<file path="config.mk">
export PLATFORM = sky130hd
export DESIGN_NAME = cdb_arbiter
export DESIGN_NICKNAME = d
export VERILOG_FILES = /design/src/design/exec_pkg.sv /design/src/design/cdb_arbiter.sv
export SDC_FILE = /design/constraint.sdc
export NUM_CORES = 1
export LEC_CHECK = 0
export ABC_AREA = 1
export BUFFER_PORTS_ARGS = -buffer_cell sky130_fd_sc_hd__clkbuf_2
export CELL_PAD_IN_SITES_DETAIL_PLACEMENT = 0
export CELL_PAD_IN_SITES_GLOBAL_PLACEMENT = 1
export CORE_ASPECT_RATIO = 1.25
export CORE_MARGIN = 2
export CORE_UTILIZATION = 26
export DETAILED_ROUTE_END_ITERATION = 8
export GPL_TIMING_DRIVEN = 0
export PLACE_DENSITY = 0.77
export SYNTH_ARGS = -nofsm -noshare
export SYNTH_HDL_FRONTEND = slang
export SYNTH_SLANG_ARGS = --single-unit
</file>
<file path="constraint.sdc">
create_clock -name clock -period 2.25 [get_ports clock]
set_clock_uncertainty 0.1 [all_clocks]
set_input_delay 0.5625 -clock clock [delete_from_list [all_inputs] [get_ports clock]]
set_output_delay 0.5625 -clock clock [all_outputs]
set_load 0.005 [all_outputs]
</file>
<file path="src/design/exec_pkg.sv">
// shared widths, alu function codes and the issue / bus structs of the execution back end
// every rtl file refers to these by exec_pkg:: scoped names
`default_nettype none

package exec_pkg;

	////////////////////
	// widths
	////////////////////
	localparam int unsigned xlen      = 64;                 // operand and result width
	localparam int unsigned num_pregs = 64;                 // physical registers
	localparam int unsigned preg_w    = $clog2(num_pregs);  // physical tag width

	// alu operation select, the multiplier ignores it
	typedef enum logic [2:0] {
		alu_add   = 3'd0,
		alu_sub   = 3'd1,
		alu_and   = 3'd2,
		alu_or    = 3'd3,
		alu_xor   = 3'd4,
		alu_sll   = 3'd5,   // shift amount is opb[5:0]
		alu_srl   = 3'd6,
		alu_cmplt = 3'd7    // signed less-than, gives 1 or 0
	} alu_func_e;

	////////////////////
	// payloads
	////////////////////

	// one issued operation, driven by the scheduler side
	typedef struct packed {
		logic                valid;
		alu_func_e           func;
		logic [xlen-1:0]     opa;
		logic [xlen-1:0]     opb;
		logic [preg_w-1:0]   tag;    // destination physical register
	} issue_t;

	// one broadcast on the common data bus
	typedef struct packed {
		logic                valid;
		logic [preg_w-1:0]   tag;
		logic [xlen-1:0]     value;
	} cdb_t;

	// finished result held by a unit until the arbiter grants it
	typedef struct packed {
		logic                req;
		logic [preg_w-1:0]   tag;
		logic [xlen-1:0]     value;
	} fu_result_t;

endpackage

`default_nettype wire

</file>
<file path="src/design/cdb_arbiter.sv">
// round-robin owner of the single common data bus
// grants one held unit result per cycle and broadcasts it on the next
`timescale 1ns/1ns
`default_nettype none

module cdb_arbiter #(
	parameter int num_req = 3           // units sharing the bus
) (
	input  logic                                     clock,
	input  logic                                     rst,
	input  exec_pkg::fu_result_t [num_req-1:0]       result,  // held unit results
	output logic [num_req-1:0]                       grant,   // one-hot or zero
	output exec_pkg::cdb_t                           cdb      // registered broadcast
);

	localparam int ptr_w = (num_req > 1) ? $clog2(num_req) : 1;

	logic [ptr_w-1:0]    ptr_q;        // first requester checked this cycle
	logic [ptr_w-1:0]    win_idx;      // granted requester
	logic                any_grant;
	exec_pkg::cdb_t      cdb_q;

	////////////////////
	// grant search
	////////////////////
	always_comb begin
		int unsigned idx;
		grant     = '0;
		win_idx   = '0;
		any_grant = 1'b0;
		// walk from the pointer, wrapping, stop at the first request
		for (int i = 0; i < num_req; i++) begin
			idx = (int'(ptr_q) + i) % num_req;
			if (!any_grant && result[idx].req) begin
				any_grant    = 1'b1;
				win_idx      = idx[ptr_w-1:0];
				grant[idx]   = 1'b1;
			end
		end
	end

	////////////////////
	// pointer and bus
	////////////////////
	always_ff @(posedge clock) begin
		if (rst) begin
			ptr_q       <= '0;
			cdb_q.valid <= 1'b0;
		end else begin
			if (any_grant) begin
				// next search starts just past the winner
				ptr_q <= (int'(win_idx) == num_req - 1) ? '0 : win_idx + 1'b1;
			end
			cdb_q.valid <= any_grant;           // one cycle pulse per grant
			cdb_q.tag   <= result[win_idx].tag;
			cdb_q.value <= result[win_idx].value;
		end
	end

	assign cdb = cdb_q;

endmodule

`default_nettype wire

</file>
==> results.cfg <==
[synth]
syn_nets = 889
synth_area_leaders = edfxtp_1 44%, nand2_1 18%, nand3_1 16%, inv_1 12%, buf_2 2.2%
synth_top_area_share_pct = 43.90
ys_ff_latch = 73
yosysWarnings = 0
yosysUniqueCellTypes = 26
yosysTopAreaCell = edfxtp_1
yosysSeqAreaShare_pct = 45.15
syn_area_sq_um = 4788
syn_avg_cell_area_sq_um = 7.147
synth_cells = 670

[timing]
fin_crit_ns = 2.501
period_share_pct = 111.1
setup_tns_ns = -6.513
fin_ws_ns = -0.2506
rsz0062_at_grt = true
setup_viol_count_final = 71
whs_ns = 0.3326
fmax_mhz = 399.9
worstMarginPinSlew_ns = 0.8543
slew_violations = 0
finalHoldViolCount = 0
relSlewSlack_pct = 42.93

[floorplanning]
dieWidth_um = 125.4
row_count = 55
coreArea_sq_um = 18100
die_h_um = 155.7
start_util_pct = 26.46
die_area_sq_um = 19520
io_pins = 289

[global_route]
grt_overflow = 0
grt_pass1_wl_um = 28520
grt_usage_pct = 18.93
grt_pass1_vias = 5238
grt_max_degree = 38
antenna_found_initial = 0

[cts]
htreeDepth = 3
cts_root_buffer = clkbuf_16
clockBufferDepth = 2
cts_made_buffers = 9
cts_tree = yes
clkTransAtPathRegs_ns = 0.06
insertion_delay_ns = 0.34
clock-sinks = 73

[power]
peakVddDrop_mv = 0.6390
p_sw_uw = 5759
seq_power_share_pct = 21.3
power.density_nw_per_um2 = 1767
clockPowerShare_pct = 11.5
sw_frac_of_total_pct = 42.17
fin_total_pwr_uw = 13660
p_comb_share_pct = 67.2
power.leakage_uw = 0.004435
internal-power_uw = 7898

[detailed_routing]
m1WireLength_um = 7737
via_per_inst = 4.373
postRouteAntennaNets = 0
met2WireLength_um = 10190
drtIter0Drc = 249
drt-pass1-iter-count = 4
dr_total_vias = 5453
remaining_drc_errors = 0
top_layer = met4
wl_met3_um = 880
wl_um = 19260
wl_per_cell_um = 15.44

[run_status]
status = finished with violations
violations = setup timing

[finish]
area_growth_pct = 61.43
n_fill_cell = 1962
final_common_cell = clkbuf_2
multi_input_comb_area_sq_um = 2088
drive_gt1_share_pct = 42.98
num_antenna_cells = 0
fin_nets = 1233
register_area_sq_um = 2170
final_cell_mix = 286 x clkbuf_2, 214 x nand2_1, 144 x inv_1
finish.instance_area_sq_um = 7730

[placement]
io_buffers = 288
dp_hpwl_um = 13680
globalplace.congestion = 0.8460
pre_cts_ws_ns = -0.6400
placed_cell_area_sq_um = 6541

[critical_path]
endpoint_kind = output pin
crit_required_ns = 1.59
path_cells = inv_4, ha_4, inv_4, nand2_2, nand3_2, nand2_2, nand3_2, inv_2, nor2_8, buf_8, nand2_4, buf_6
critPathMaxStageDelay_ns = 0.37
cp_slowest_cell = dfxtp_4
critPathLaunchType = register
reg2reg_depth = 20
crit_type = reg -> out
cp.arrival_ns = 1.84
worstPathMaxFanout = 6

[flow_run]
cap_viol_max_count = 0

[hold_path]
hp-class = in -> reg
holdPathStages = 2
## per-layer routing
metal / global-route usage (%) / vias up
met3: 2.846 / 27
li1: - / 2770
met2: 34.63 / 196
met1: 22.41 / 2460
met4: 6.984 / 0
met5: 0 / -
## sequential cells by signal (all words and copies together), names as in the netlist
signal	cells
ptr_q	2
cdb	71
## power by group through the flow
stage	clock network, uW	logic, uW	registers, uW
3_5_place_dp	0	6620	2920
6_report	1570	9180	2900
2_1_floorplan	0	4050	3000
3_3_place_gp	0	6560	2900
4_1_cts	1600	7950	2920
5_1_grt	1660	10200	2970
## cell type report
class / count / area share, %
flip-flops and latches: 73 / 28.07
multi-input cells: 411 / 27.02
repair buffers: 332 / 25.82
inverters: 153 / 7.608
plain buffers: 34 / 3.771
well taps: 228 / 3.691
clock buffers: 10 / 2.962
clock inverters: 6 / 1.068
## through the flow
| stage | instances | util, % |
|---|---|---|
| 2_1_floorplan | 670 | - |
| 3_3_place_gp | 1186 | 36.03 |
| 3_5_place_dp | 1187 | 36.14 |
| 4_1_cts | 1234 | 40.49 |
| 5_1_grt | 1247 | 42.71 |
| 6_report | 1247 | 42.71 |
## worst max-delay path: cells and delay by family, from the launching register on
kind / cells / cell delay, ns
flops: 1 / 0.37
buf+inv: 5 / 0.43
fa+ha+maj: 1 / 0.30
simple gates: 6 / 0.42
## kinds of logic (layout without fill, tap and decap cells)
kind of cell	Yosys count	count (layout)	synth area share [%]
buffers and inverters	188	535	16.38
and+or+nand+nor	398	400	36.61
AOI/OAI and AO/OA	7	7	0.8099
DFF	73	73	45.15
adders and majority gates	4	4	1.045
## what timing repair did
item / in CTS / in global routing
gates resized for setup: 61 / 56
endpoints found under the setup margin: 74 / 74
hold endpoints to repair: 0 / 0
hold buffers: 0 / 0
pin swaps: 16 / 15
gates cloned: 3 / 6
buffers inserted: 28 / 8
## synth_stat cells
cell / instances
nand3_2: 1
o211ai_1: 1
nand3b_1: 1
nand2_1: 231
nor2_8: 1
nor2_2: 2
nand2_4: 2
buf_2: 21
nor2_1: 5
ha_1: 4
nand2_8: 1
nand2_2: 1
nand3_1: 150
dfxtp_1: 3
buf_1: 4
o21ai_1: 1
nor3_1: 1
o21ai_0: 3
buf_6: 7
inv_2: 5
a21oi_1: 1
a31oi_1: 1
clkbuf_1: 3
nand4_1: 2
inv_1: 148
edfxtp_1: 70
## worst paths after layout
path / startpoint / slack [ns] / endpoint
hold reg to reg: ptr_q[1]$_SDFFE_PP0P_ / 0.45 / ptr_q[1]$_SDFFE_PP0P_
hold / removal: rst / 0.33 / ptr_q[0]$_SDFFE_PP0P_
setup / recovery: ptr_q[0]$_SDFFE_PP0P_ / -0.25 / grant[1]
setup reg to reg: ptr_q[0]$_SDFFE_PP0P_ / -0.19 / ptr_q[0]$_SDFFE_PP0P_
Note: power is estimated with default switching activity, not from simulation.
